File: src/io_lite_pkg.sv
// io lite crossbar definitions

package io_lite_pkg;

   ////////////////////////////////////////////////////////////////////////////
   // bus widths

   localparam int unsigned PADDR_WIDTH   = 32;
   localparam int unsigned IO_DAT_WIDTH  = 64;
   localparam int unsigned IO_STRB_WIDTH = IO_DAT_WIDTH / 8;  // one per byte lane

   ////////////////////////////////////////////////////////////////////////////
   // peripheral slots

   localparam int unsigned N_IO_DEVICE = 2;
   localparam int unsigned SLOT_W      = 1;

   localparam logic [SLOT_W-1:0] UART_SLOT = 1'b0;
   localparam logic [SLOT_W-1:0] SPI_SLOT  = 1'b1;

   // 64 KiB windows
   localparam logic [PADDR_WIDTH-1:0] UART_BASE = 32'h8000_0000;
   localparam logic [PADDR_WIDTH-1:0] SPI_BASE  = 32'h8001_0000;
   localparam logic [PADDR_WIDTH-1:0] DEV_MASK  = 32'h0000_ffff;  // offset bits

   ////////////////////////////////////////////////////////////////////////////
   // interrupts and responses

   localparam int unsigned IRQ_WIDTH = 64;

   localparam int unsigned RESP_W = 2;

   localparam logic [RESP_W-1:0] RESP_OKAY   = 2'd0;
   localparam logic [RESP_W-1:0] RESP_DECERR = 2'd3;  // unmapped address

endpackage

File: src/io_req_decode.sv
// request capture and address decode
`timescale 1ns/100ps

module io_req_decode (
   input  logic                                       clk_i,
   input  logic                                       rst_n_i,
   // host request
   input  logic                                       req_valid_i,
   output logic                                       req_ready_o,
   input  logic                                       req_write_i,
   input  logic [io_lite_pkg::PADDR_WIDTH-1:0]        req_addr_i,
   input  logic [io_lite_pkg::IO_DAT_WIDTH-1:0]       req_wdata_i,
   input  logic [io_lite_pkg::IO_STRB_WIDTH-1:0]      req_wstrb_i,
   // from the router
   input  logic                                       route_done_i,
   // captured request
   output logic                                       cap_valid_o,
   output logic                                       cap_write_o,
   output logic [io_lite_pkg::PADDR_WIDTH-1:0]        cap_addr_o,
   output logic [io_lite_pkg::IO_DAT_WIDTH-1:0]       cap_wdata_o,
   output logic [io_lite_pkg::IO_STRB_WIDTH-1:0]      cap_wstrb_o,
   output logic [io_lite_pkg::SLOT_W-1:0]             cap_slot_o,
   output logic                                       cap_miss_o
);

   logic accept;
   logic hit_uart;
   logic hit_spi;

   assign req_ready_o = ~cap_valid_o;  // one request at a time
   assign accept      = req_valid_i & req_ready_o;

   // window match, offset bits ignored
   assign hit_uart = (req_addr_i & ~io_lite_pkg::DEV_MASK) ==
                     (io_lite_pkg::UART_BASE & ~io_lite_pkg::DEV_MASK);
   assign hit_spi  = (req_addr_i & ~io_lite_pkg::DEV_MASK) ==
                     (io_lite_pkg::SPI_BASE & ~io_lite_pkg::DEV_MASK);

   ////////////////////////////////////////////////////////////////////////////
   // occupancy

   always_ff @(posedge clk_i or negedge rst_n_i) begin
      if (!rst_n_i) begin
         cap_valid_o <= 1'b0;
      end else if (accept) begin
         cap_valid_o <= 1'b1;
      end else if (route_done_i) begin
         cap_valid_o <= 1'b0;  // response handed on
      end
   end

   ////////////////////////////////////////////////////////////////////////////
   // payload and decode result

   always_ff @(posedge clk_i) begin
      if (accept) begin
         cap_write_o <= req_write_i;
         cap_addr_o  <= req_addr_i;
         cap_wdata_o <= req_wdata_i;
         cap_wstrb_o <= req_wstrb_i;
         cap_slot_o  <= hit_spi ? io_lite_pkg::SPI_SLOT : io_lite_pkg::UART_SLOT;
         cap_miss_o  <= ~(hit_uart | hit_spi);
      end
   end

endmodule

File: src/io_route.sv
// slot routing and response collection
`timescale 1ns/100ps

module io_route (
   input  logic                                                   clk_i,
   input  logic                                                   rst_n_i,
   // captured request
   input  logic                                                   cap_valid_i,
   input  logic                                                   cap_write_i,
   input  logic [io_lite_pkg::PADDR_WIDTH-1:0]                    cap_addr_i,
   input  logic [io_lite_pkg::IO_DAT_WIDTH-1:0]                   cap_wdata_i,
   input  logic [io_lite_pkg::IO_STRB_WIDTH-1:0]                  cap_wstrb_i,
   input  logic [io_lite_pkg::SLOT_W-1:0]                         cap_slot_i,
   input  logic                                                   cap_miss_i,
   output logic                                                   route_done_o,
   // device requests
   output logic [io_lite_pkg::N_IO_DEVICE-1:0]                    dev_req_valid_o,
   input  logic [io_lite_pkg::N_IO_DEVICE-1:0]                    dev_req_ready_i,
   output logic                                                   dev_req_write_o,
   output logic [io_lite_pkg::PADDR_WIDTH-1:0]                    dev_req_addr_o,
   output logic [io_lite_pkg::IO_DAT_WIDTH-1:0]                   dev_req_wdata_o,
   output logic [io_lite_pkg::IO_STRB_WIDTH-1:0]                  dev_req_wstrb_o,
   // device responses
   input  logic [io_lite_pkg::N_IO_DEVICE-1:0]                    dev_rsp_valid_i,
   output logic [io_lite_pkg::N_IO_DEVICE-1:0]                    dev_rsp_ready_o,
   input  logic [io_lite_pkg::N_IO_DEVICE-1:0]
                [io_lite_pkg::IO_DAT_WIDTH-1:0]                   dev_rsp_rdata_i,
   input  logic [io_lite_pkg::N_IO_DEVICE-1:0]
                [io_lite_pkg::RESP_W-1:0]                         dev_rsp_resp_i,
   // to the response buffer
   output logic                                                   buf_in_valid_o,
   input  logic                                                   buf_in_ready_i,
   output logic [io_lite_pkg::IO_DAT_WIDTH-1:0]                   buf_in_rdata_o,
   output logic [io_lite_pkg::RESP_W-1:0]                         buf_in_resp_o
);

   enum logic [1:0] {ST_IDLE, ST_ISSUE, ST_WAIT} state_q, state_d;

   logic miss_now;

   // payload goes to every slot, only valid is steered
   assign dev_req_write_o = cap_write_i;
   assign dev_req_addr_o  = cap_addr_i;
   assign dev_req_wdata_o = cap_wdata_i;
   assign dev_req_wstrb_o = cap_wstrb_i;

   // a miss is answered straight from idle
   assign miss_now = (state_q == ST_IDLE) & cap_valid_i & cap_miss_i;

   ////////////////////////////////////////////////////////////////////////////
   // response path

   assign buf_in_valid_o = miss_now |
                           ((state_q == ST_WAIT) & dev_rsp_valid_i[cap_slot_i]);
   assign buf_in_rdata_o = cap_miss_i ? '0 : dev_rsp_rdata_i[cap_slot_i];
   assign buf_in_resp_o  = cap_miss_i ? io_lite_pkg::RESP_DECERR
                                      : dev_rsp_resp_i[cap_slot_i];
   assign route_done_o   = buf_in_valid_o & buf_in_ready_i;  // frees the decoder

   ////////////////////////////////////////////////////////////////////////////
   // FSM

   always_comb begin
      state_d         = state_q;
      dev_req_valid_o = '0;
      dev_rsp_ready_o = '0;
      case (state_q)
         ST_IDLE: begin
            if (cap_valid_i && !cap_miss_i) begin
               state_d = ST_ISSUE;
            end
         end
         ST_ISSUE: begin
            dev_req_valid_o[cap_slot_i] = 1'b1;
            if (dev_req_ready_i[cap_slot_i]) begin
               state_d = ST_WAIT;
            end
         end
         ST_WAIT: begin
            dev_rsp_ready_o[cap_slot_i] = buf_in_ready_i;  // stall while buffer full
            if (route_done_o) begin
               state_d = ST_IDLE;
            end
         end
         default: state_d = ST_IDLE;
      endcase
   end

   always_ff @(posedge clk_i or negedge rst_n_i) begin
      if (!rst_n_i) begin
         state_q <= ST_IDLE;
      end else begin
         state_q <= state_d;
      end
   end

endmodule

File: src/io_resp_buffer.sv
// single entry response buffer
`timescale 1ns/100ps

module io_resp_buffer (
   input  logic                                       clk_i,
   input  logic                                       rst_n_i,
   // from the router
   input  logic                                       buf_in_valid_i,
   output logic                                       buf_in_ready_o,
   input  logic [io_lite_pkg::IO_DAT_WIDTH-1:0]       buf_in_rdata_i,
   input  logic [io_lite_pkg::RESP_W-1:0]             buf_in_resp_i,
   // host response
   output logic                                       rsp_valid_o,
   input  logic                                       rsp_ready_i,
   output logic [io_lite_pkg::IO_DAT_WIDTH-1:0]       rsp_rdata_o,
   output logic [io_lite_pkg::RESP_W-1:0]             rsp_resp_o
);

   logic full_q;
   logic fill;
   logic drain;

   assign buf_in_ready_o = ~full_q;
   assign rsp_valid_o    = full_q;

   assign fill  = buf_in_valid_i & buf_in_ready_o;
   assign drain = rsp_valid_o & rsp_ready_i;

   ////////////////////////////////////////////////////////////////////////////
   // full flag

   // fill and drain never meet, ready is low while full
   always_ff @(posedge clk_i or negedge rst_n_i) begin
      if (!rst_n_i) begin
         full_q <= 1'b0;
      end else if (fill) begin
         full_q <= 1'b1;
      end else if (drain) begin
         full_q <= 1'b0;
      end
   end

   ////////////////////////////////////////////////////////////////////////////
   // entry

   always_ff @(posedge clk_i) begin
      if (fill) begin
         rsp_rdata_o <= buf_in_rdata_i;
         rsp_resp_o  <= buf_in_resp_i;  // held until host takes it
      end
   end

endmodule

File: src/io_lite_xbar.sv
// io lite crossbar top
`timescale 1ns/100ps

module io_lite_xbar (
   input  logic                                                   clk_i,
   input  logic                                                   rst_n_i,
   // host request
   input  logic                                                   req_valid_i,
   output logic                                                   req_ready_o,
   input  logic                                                   req_write_i,
   input  logic [io_lite_pkg::PADDR_WIDTH-1:0]                    req_addr_i,
   input  logic [io_lite_pkg::IO_DAT_WIDTH-1:0]                   req_wdata_i,
   input  logic [io_lite_pkg::IO_STRB_WIDTH-1:0]                  req_wstrb_i,
   // host response
   output logic                                                   rsp_valid_o,
   input  logic                                                   rsp_ready_i,
   output logic [io_lite_pkg::IO_DAT_WIDTH-1:0]                   rsp_rdata_o,
   output logic [io_lite_pkg::RESP_W-1:0]                         rsp_resp_o,
   // device requests
   output logic [io_lite_pkg::N_IO_DEVICE-1:0]                    dev_req_valid_o,
   input  logic [io_lite_pkg::N_IO_DEVICE-1:0]                    dev_req_ready_i,
   output logic                                                   dev_req_write_o,
   output logic [io_lite_pkg::PADDR_WIDTH-1:0]                    dev_req_addr_o,
   output logic [io_lite_pkg::IO_DAT_WIDTH-1:0]                   dev_req_wdata_o,
   output logic [io_lite_pkg::IO_STRB_WIDTH-1:0]                  dev_req_wstrb_o,
   // device responses
   input  logic [io_lite_pkg::N_IO_DEVICE-1:0]                    dev_rsp_valid_i,
   output logic [io_lite_pkg::N_IO_DEVICE-1:0]                    dev_rsp_ready_o,
   input  logic [io_lite_pkg::N_IO_DEVICE-1:0]
                [io_lite_pkg::IO_DAT_WIDTH-1:0]                   dev_rsp_rdata_i,
   input  logic [io_lite_pkg::N_IO_DEVICE-1:0]
                [io_lite_pkg::RESP_W-1:0]                         dev_rsp_resp_i,
   // interrupts
   input  logic [io_lite_pkg::N_IO_DEVICE-1:0]                    dev_irq_i,
   output logic [io_lite_pkg::IRQ_WIDTH-1:0]                      irq_o
);

   logic                                      cap_valid;
   logic                                      cap_write;
   logic [io_lite_pkg::PADDR_WIDTH-1:0]       cap_addr;
   logic [io_lite_pkg::IO_DAT_WIDTH-1:0]      cap_wdata;
   logic [io_lite_pkg::IO_STRB_WIDTH-1:0]     cap_wstrb;
   logic [io_lite_pkg::SLOT_W-1:0]            cap_slot;
   logic                                      cap_miss;
   logic                                      route_done;

   logic                                      buf_in_valid;
   logic                                      buf_in_ready;
   logic [io_lite_pkg::IO_DAT_WIDTH-1:0]      buf_in_rdata;
   logic [io_lite_pkg::RESP_W-1:0]            buf_in_resp;

   ////////////////////////////////////////////////////////////////////////////
   // request, route, response

   io_req_decode io_req_decode_i (
      .clk_i        ( clk_i        ),
      .rst_n_i      ( rst_n_i      ),
      .req_valid_i  ( req_valid_i  ),
      .req_ready_o  ( req_ready_o  ),
      .req_write_i  ( req_write_i  ),
      .req_addr_i   ( req_addr_i   ),
      .req_wdata_i  ( req_wdata_i  ),
      .req_wstrb_i  ( req_wstrb_i  ),
      .route_done_i ( route_done   ),
      .cap_valid_o  ( cap_valid    ),
      .cap_write_o  ( cap_write    ),
      .cap_addr_o   ( cap_addr     ),
      .cap_wdata_o  ( cap_wdata    ),
      .cap_wstrb_o  ( cap_wstrb    ),
      .cap_slot_o   ( cap_slot     ),
      .cap_miss_o   ( cap_miss     )
   );

   io_route io_route_i (
      .clk_i           ( clk_i           ),
      .rst_n_i         ( rst_n_i         ),
      .cap_valid_i     ( cap_valid       ),
      .cap_write_i     ( cap_write       ),
      .cap_addr_i      ( cap_addr        ),
      .cap_wdata_i     ( cap_wdata       ),
      .cap_wstrb_i     ( cap_wstrb       ),
      .cap_slot_i      ( cap_slot        ),
      .cap_miss_i      ( cap_miss        ),
      .route_done_o    ( route_done      ),
      .dev_req_valid_o ( dev_req_valid_o ),
      .dev_req_ready_i ( dev_req_ready_i ),
      .dev_req_write_o ( dev_req_write_o ),
      .dev_req_addr_o  ( dev_req_addr_o  ),
      .dev_req_wdata_o ( dev_req_wdata_o ),
      .dev_req_wstrb_o ( dev_req_wstrb_o ),
      .dev_rsp_valid_i ( dev_rsp_valid_i ),
      .dev_rsp_ready_o ( dev_rsp_ready_o ),
      .dev_rsp_rdata_i ( dev_rsp_rdata_i ),
      .dev_rsp_resp_i  ( dev_rsp_resp_i  ),
      .buf_in_valid_o  ( buf_in_valid    ),
      .buf_in_ready_i  ( buf_in_ready    ),
      .buf_in_rdata_o  ( buf_in_rdata    ),
      .buf_in_resp_o   ( buf_in_resp     )
   );

   io_resp_buffer io_resp_buffer_i (
      .clk_i          ( clk_i        ),
      .rst_n_i        ( rst_n_i      ),
      .buf_in_valid_i ( buf_in_valid ),
      .buf_in_ready_o ( buf_in_ready ),
      .buf_in_rdata_i ( buf_in_rdata ),
      .buf_in_resp_i  ( buf_in_resp  ),
      .rsp_valid_o    ( rsp_valid_o  ),
      .rsp_ready_i    ( rsp_ready_i  ),
      .rsp_rdata_o    ( rsp_rdata_o  ),
      .rsp_resp_o     ( rsp_resp_o   )
   );

   ////////////////////////////////////////////////////////////////////////////
   // interrupt vector

   always_comb begin
      irq_o                         = '0;  // upper lines unused
      irq_o[io_lite_pkg::UART_SLOT] = dev_irq_i[io_lite_pkg::UART_SLOT];
      irq_o[io_lite_pkg::SPI_SLOT]  = dev_irq_i[io_lite_pkg::SPI_SLOT];
   end

endmodule

File: config.mk
export PLATFORM = sky130hd
export DESIGN_NAME = io_lite_xbar
export DESIGN_NICKNAME = d
export VERILOG_FILES = /design/src/io_lite_pkg.sv /design/src/io_req_decode.sv /design/src/io_route.sv /design/src/io_resp_buffer.sv /design/src/io_lite_xbar.sv
export SDC_FILE = /design/constraint.sdc
export NUM_CORES = 1
export LEC_CHECK = 0
export ABC_CLOCK_PERIOD_IN_PS = 6300
export BUFFER_PORTS_ARGS = -buffer_cell sky130_fd_sc_hd__buf_2
export CORE_AREA = 10 10 181 183
export CTS_CLUSTER_DIAMETER = 100
export DETAILED_ROUTE_END_ITERATION = 16
export DIE_AREA = 0 0 191 193
export SLEW_MARGIN = 20
export SYNTH_ARGS = -nofsm -noshare
export SYNTH_HDL_FRONTEND = slang
export SYNTH_HIERARCHICAL = 1
export SYNTH_SLANG_ARGS = --single-unit
File: constraint.sdc
create_clock -name clk_i -period 6.3 [get_ports clk_i]
set_clock_uncertainty 0.05 [all_clocks]
set_input_delay 0 -clock clk_i [delete_from_list [all_inputs] [get_ports clk_i]]
set_output_delay 0 -clock clk_i [all_outputs]
set_load 0.01 [all_outputs]
Word-level counts from Yosys, hierarchy flattened

Cells that the tools add are included.

Flip-flop bits (word level): 177
Input bits: 247
Output and inout port bits: 241

$lt $le $gt $ge: 2
Equality and inequality tests: 7
Muxes and demuxes: 21
Bitwise operators: 12
Reductions and logical operators: 7

Operators by type and width:

| kind                 | number |
|---|---|
| $mux 64              | 2 |
| $eq 16x16->1 const B | 2 |
| $mux 2               | 7 |
| $mux 1               | 10 |
| $and 1x1->1          | 6 |
| $pmux 2 s3           | 1 |
| $ne 2x2->1 const B   | 2 |
| $reduce_bool 2->1    | 2 |
| $not 1->1            | 3 |
| $reduce_and 3->1     | 1 |
| $and 2x2->2          | 1 |
| $eq 2x1->1 const B   | 1 |
| $eq 2x2->1 const B   | 1 |
| $logic_and 1x1->1    | 2 |
| $logic_not 2->1      | 1 |
| $lt 1x2->1 const B   | 1 |
| $ne 2x1->1 const B   | 1 |
| $or 1x1->1           | 2 |
| $demux 1 s1          | 1 |
| $ge 1x1->1 const B   | 1 |
| $logic_not 1->1      | 1 |

Depth between registers and ports, before layout

Word-level depth: 7
Depth in mapped cells: 5
Depth with buffers taken out: 5

Modules after synthesis

The synthesis kept the hierarchy.

Modules (own cells, without submodules):

| module         | times used | cells an instance | area each (um^2) |
|---|---|---|---|
| io_req_decode  | 1          | 118               | 3,325.7 |
| io_resp_buffer | 1          | 70                | 2,026.9 |
| io_route       | 1          | 272               | 1,993.2 |
| io_lite_xbar   | 1          | 65                | 484.2 |

Worst setup path after synthesis

Ideal clock, no wire load.

Path kind: reg2reg
Start point: reg io_req_decode_i.cap_valid_o
End point: reg io_req_decode_i/cap_addr_o[0] (netlist bit) (enable)
Arrival time: 5.159 ns
Setup slack: 0.503 ns
Cell stages (with the launch flop): 2
Cell sequence: dfrtp_1 -> nor2b_1

Longest elaborated chain between the ends: 2

Ends and longest elaborated chain:

| what                       | RTL line            | source |
|---|---|---|
| from (decl)                | io_req_decode.sv:17 | `output logic cap_valid_o,` |
| from (signal assigned)     | io_req_decode.sv:44 | `cap_valid_o <= 1'b0;` |
| from (signal assigned)     | io_req_decode.sv:46 | `cap_valid_o <= 1'b1;` |
| from (signal assigned)     | io_req_decode.sv:48 | `cap_valid_o <= 1'b0;` |
| $not 1->1                  | io_req_decode.sv:30 | `assign req_ready_o = ~cap_valid_o;` |
| $and 1x1->1                | io_req_decode.sv:31 | `assign accept = req_valid_i & req_ready_o;` |
| via io_req_decode_i.accept | io_req_decode.sv:26 | `logic accept;` |
| to (signal assigned)       | io_req_decode.sv:58 | `cap_addr_o <= req_addr_i;` |
| to (decl)                  | io_req_decode.sv:19 | `output logic [io_lite_pkg::PADDR_WIDTH-1:0] cap_addr_o,` |

The timed path passes the listed nets, and every way through them passes these cells.
A chain may end at the register's enable or synchronous reset.

Worst setup path after layout

Start point: reg io_req_decode_i.cap_slot_o
End point: reg io_resp_buffer_i/rsp_rdata_o[44] (netlist bit) (data pin)

Longest elaborated chain between the ends: 2

Ends and longest elaborated chain:

| what                                        | RTL line             | source |
|---|---|---|
| from (decl)                                 | io_req_decode.sv:22  | `output logic [io_lite_pkg::SLOT_W-1:0] cap_slot_o,` |
| from (signal assigned)                      | io_req_decode.sv:61  | `cap_slot_o <= hit_spi ? io_lite_pkg::SPI_SLOT : io_lite_pkg::UART_SLOT;` |
| $mux 64 (implied by the code) (2 in series) | io_route.sv:55       | `assign buf_in_rdata_o = cap_miss_i ? '0 : dev_rsp_rdata_i[cap_slot_i];` |
| to (signal assigned)                        | io_resp_buffer.sv:48 | `rsp_rdata_o <= buf_in_rdata_i;` |
| to (decl)                                   | io_resp_buffer.sv:15 | `output logic [io_lite_pkg::IO_DAT_WIDTH-1:0] rsp_rdata_o,` |

Every way passes these cells. The select of a mux whose other input is x is not followed.

==> reports/metrics.yaml <==
outcome:
  status: "finished, final reports clean"
grt:
  grt_first_pass_wirelength_um: 39000
  globalRouteTotalUtil: 0.139
  grt_max_degree: 68
  antenna_found_initial: 2
  grt_pass1_vias: 6522
  grt-ovfl-total: 0
synth:
  syn_inst: 525
  synth_flop_cell: "edfxtp_1"
  syn_area_per_cell_um2: 14.9
  synth_top_area_share: 0.663
  synth.area.top_cells: "edfxtp_1 (66%), buf_4 (16%), mux2i_1 (8.3%), nor2_1 (3.3%), dfrtp_1 (1.3%)"
  yosysTopAreaCell: "edfxtp_1"
  ys_seq_elements: 177
  ys_async_sr_fraction: 0.0226
  ys_seq_area_frac: 0.676
  synthesis.area_um2: 7830
  synth.lib_cells_used.distinct: 29
  synth_edf_count: 173
  synth_warnings: 6
clock_tree:
  cts_setup_buffers: 0
  ctsResizeCount: 0
  clock_sink_count: 177
  cts.clk_slew.worst_paths_ps: 70
  cts_tree: "yes"
  cts_root_buffer: "clkbuf_16"
  cts.htree.levels: 4
  clkLatencyLatePin_ps: 420
  cts_buffer_depth: 2
  numCtsBuffers: 17
pwr:
  powerDensity_nw_per_um2: 320
  vdd.ir_drop.worst_uv: 155
  p_leak_nw: 5.46
finish:
  fin_util: 0.424
  regArea_um2: 5300
  area_delta_synth_final_pct: 58.3
  final_common_cell: "buf_2"
  fill_cells: 2643
  multi_input_area_um2: 1370
  fin_nets: 1339
  mostFrequentLayoutCells: "buf_2 (421), dlygate4sd3_1 (245), edfxtp_1 (173), nor2_1 (68), mux2i_1 (65)"
  drive_above_1_share: 0.423
  instances_no_fill: 1497
timing:
  period_needed_ps: 2780
  maxSlewViolCount: 0
  slew_headroom: 0.400
  worst_slack_ps: 3520
  period_share: 0.442
  worst_slew_pin_slew_ps: 901
  timing.fmax_mhz: 359
  finalSetupViolCount: 0
  rsz0062_at_grt: "no"
  setup_tns_ps: 0
  hold_viol: 0
critical_path:
  cp_max_fo: 55
  reg2regPathDepth: 5
  path_cells: "buf_4 > buf_4 > mux2i_1 > dlygate4sd3_1 > nor2_1"
  rrSetupSlack_ps: 3520
  cp.required_ps: 6380
  timing.rr.start: "io_req_decode_i/cap_slot_o"
  worst-setup-path-type: "flip-flop to flip-flop"
  critical_path.endpoint_type: "flip-flop"
  r2r-end: "io_resp_buffer_i/rsp_rdata_o[44]"
  cp_slowest_cell: "buf_4"
  slowest_delay_ps: 730
  start_kind: "flip-flop"
  crit_top_cell: "buf_4"
  critPathArrivalTime_ps: 2870
place:
  pre_cts_ws_ps: 3640
  numPlacedInstances: 1218
  place.gp.congestion: 0.764
  port_buffers: 421
  dpl.hpwl_um: 19300
die:
  pin_count: 488
  die_y_um: 193
  start_util: 0.268
  dieArea_um2: 36900
  core_um2: 29200
  die_x_um: 191
  fp-row-count: 63
drt:
  route.detailed.drc: 0
  wl_per_cell_um: 18.1
  viasPerCell: 3.94
  final_antenna_net_count: 0
  vias: 5905
  drt-initial-drc-count: 208
  wl_um: 27100
  dr.pass1.iters: 4
min_path:
  hold_start: "dev_req_ready_i[1]"
  min_path_cells: 4
  hold_class: "input port to flip-flop"
  min_to: "io_route_i/state_q[0]"
run:
  max_cap_violations: 0
## Yosys cell counts, types with 2 or more instances
master / number
a211o_1: 3
buf_2: 5
buf_4: 170
buf_6: 7
clkbuf_1: 3
dfrtp_1: 4
edfxtp_1: 173
inv_1: 2
mux2i_1: 65
nor2_1: 68
nor2b_1: 3
nor3b_1: 2
nor4_2: 3
o21bai_1: 2
## how the worst max path moves through the flow
stage / start / to
2_1_floorplan: io_req_decode_i/cap_valid_o / io_req_decode_i/cap_addr_o[0]
3_3_place_gp: io_route_i/state_q[1] / io_resp_buffer_i/rsp_rdata_o[24]
3_5_place_dp: io_req_decode_i/cap_slot_o / io_resp_buffer_i/rsp_rdata_o[31]
4_1_cts: io_req_decode_i/cap_slot_o / io_resp_buffer_i/rsp_resp_o[1]
5_1_grt: io_req_decode_i/cap_slot_o / io_resp_buffer_i/rsp_rdata_o[28]
6_report: io_req_decode_i/cap_slot_o / io_resp_buffer_i/rsp_rdata_o[44]
## power breakdown
group	total (W)	switching (W)	internal, W
sequential	0.00178	0.0000967	0.00169
clock	0.00108	0.000511	0.000574
combinational	0.00110	0.000647	0.000458
## metrics by stage
step | cell area, um^2 | hold WS, ps | power, W
after floorplan | 8060 | -346 | 0.00242
after global placement | 9320 | -238 | 0.00274
after detailed placement | 9320 | -241 | 0.00276
after CTS | 12400 | 21.6 | 0.00404
after global routing | 12400 | 49.6 | 0.00418
final | 12400 | 42.7 | 0.00397
## per-layer routing
metal,part of all wire,GRT usage,up-vias
met5,0,0,-
met4,0.020,0.0460,0
met3,0.11,0.0655,27
met2,0.51,0.238,294
met1,0.36,0.149,2827
li1,-,-,2757
## flip-flops by register name, indices dropped and copies added, names as in the netlist
name,flops
io_req_decode_i/cap_wdata_o,64
io_resp_buffer_i/rsp_rdata_o,64
io_req_decode_i/cap_addr_o,32
io_req_decode_i/cap_wstrb_o,8
io_resp_buffer_i/rsp_resp_o,2
io_route_i/state_q,2
io_req_decode_i/cap_miss_o,1
io_req_decode_i/cap_slot_o,1
io_req_decode_i/cap_valid_o,1
io_req_decode_i/cap_write_o,1
io_resp_buffer_i/rsp_valid_o,1
## kinds of logic after synthesis
logic type	synth area share
buffers and inverters	0.179
DFF	0.676
and+or+nand+nor	0.0516
muxes	0.0850
AOI/OAI and AO/OA	0.00751
other	0.000479
## layout make-up
type	instances	area share
clock buffer	17	0.0343
multi-input combinational	221	0.111
tap	390	0.0394
clock inverter	15	0.0153
inverter	3	0.000909
sequential	177	0.427
timing repair buffer	672	0.372
antenna	2	0.000404
## worst max-delay path, delay by kind of cell (launching register included)
family,cells,cell delay (ps)
and+or+nand+nor,1,70
buffers and inverters,3,1660
muxes,1,290
DFF,1,370
## repair_timing
action | CTS | global route
endpoints found under the hold margin | 182 | 0
setup endpoints to repair | 0 | 0
hold buffers | 245 | 0
No activity file was read; power rests on OpenSTA's default activity.
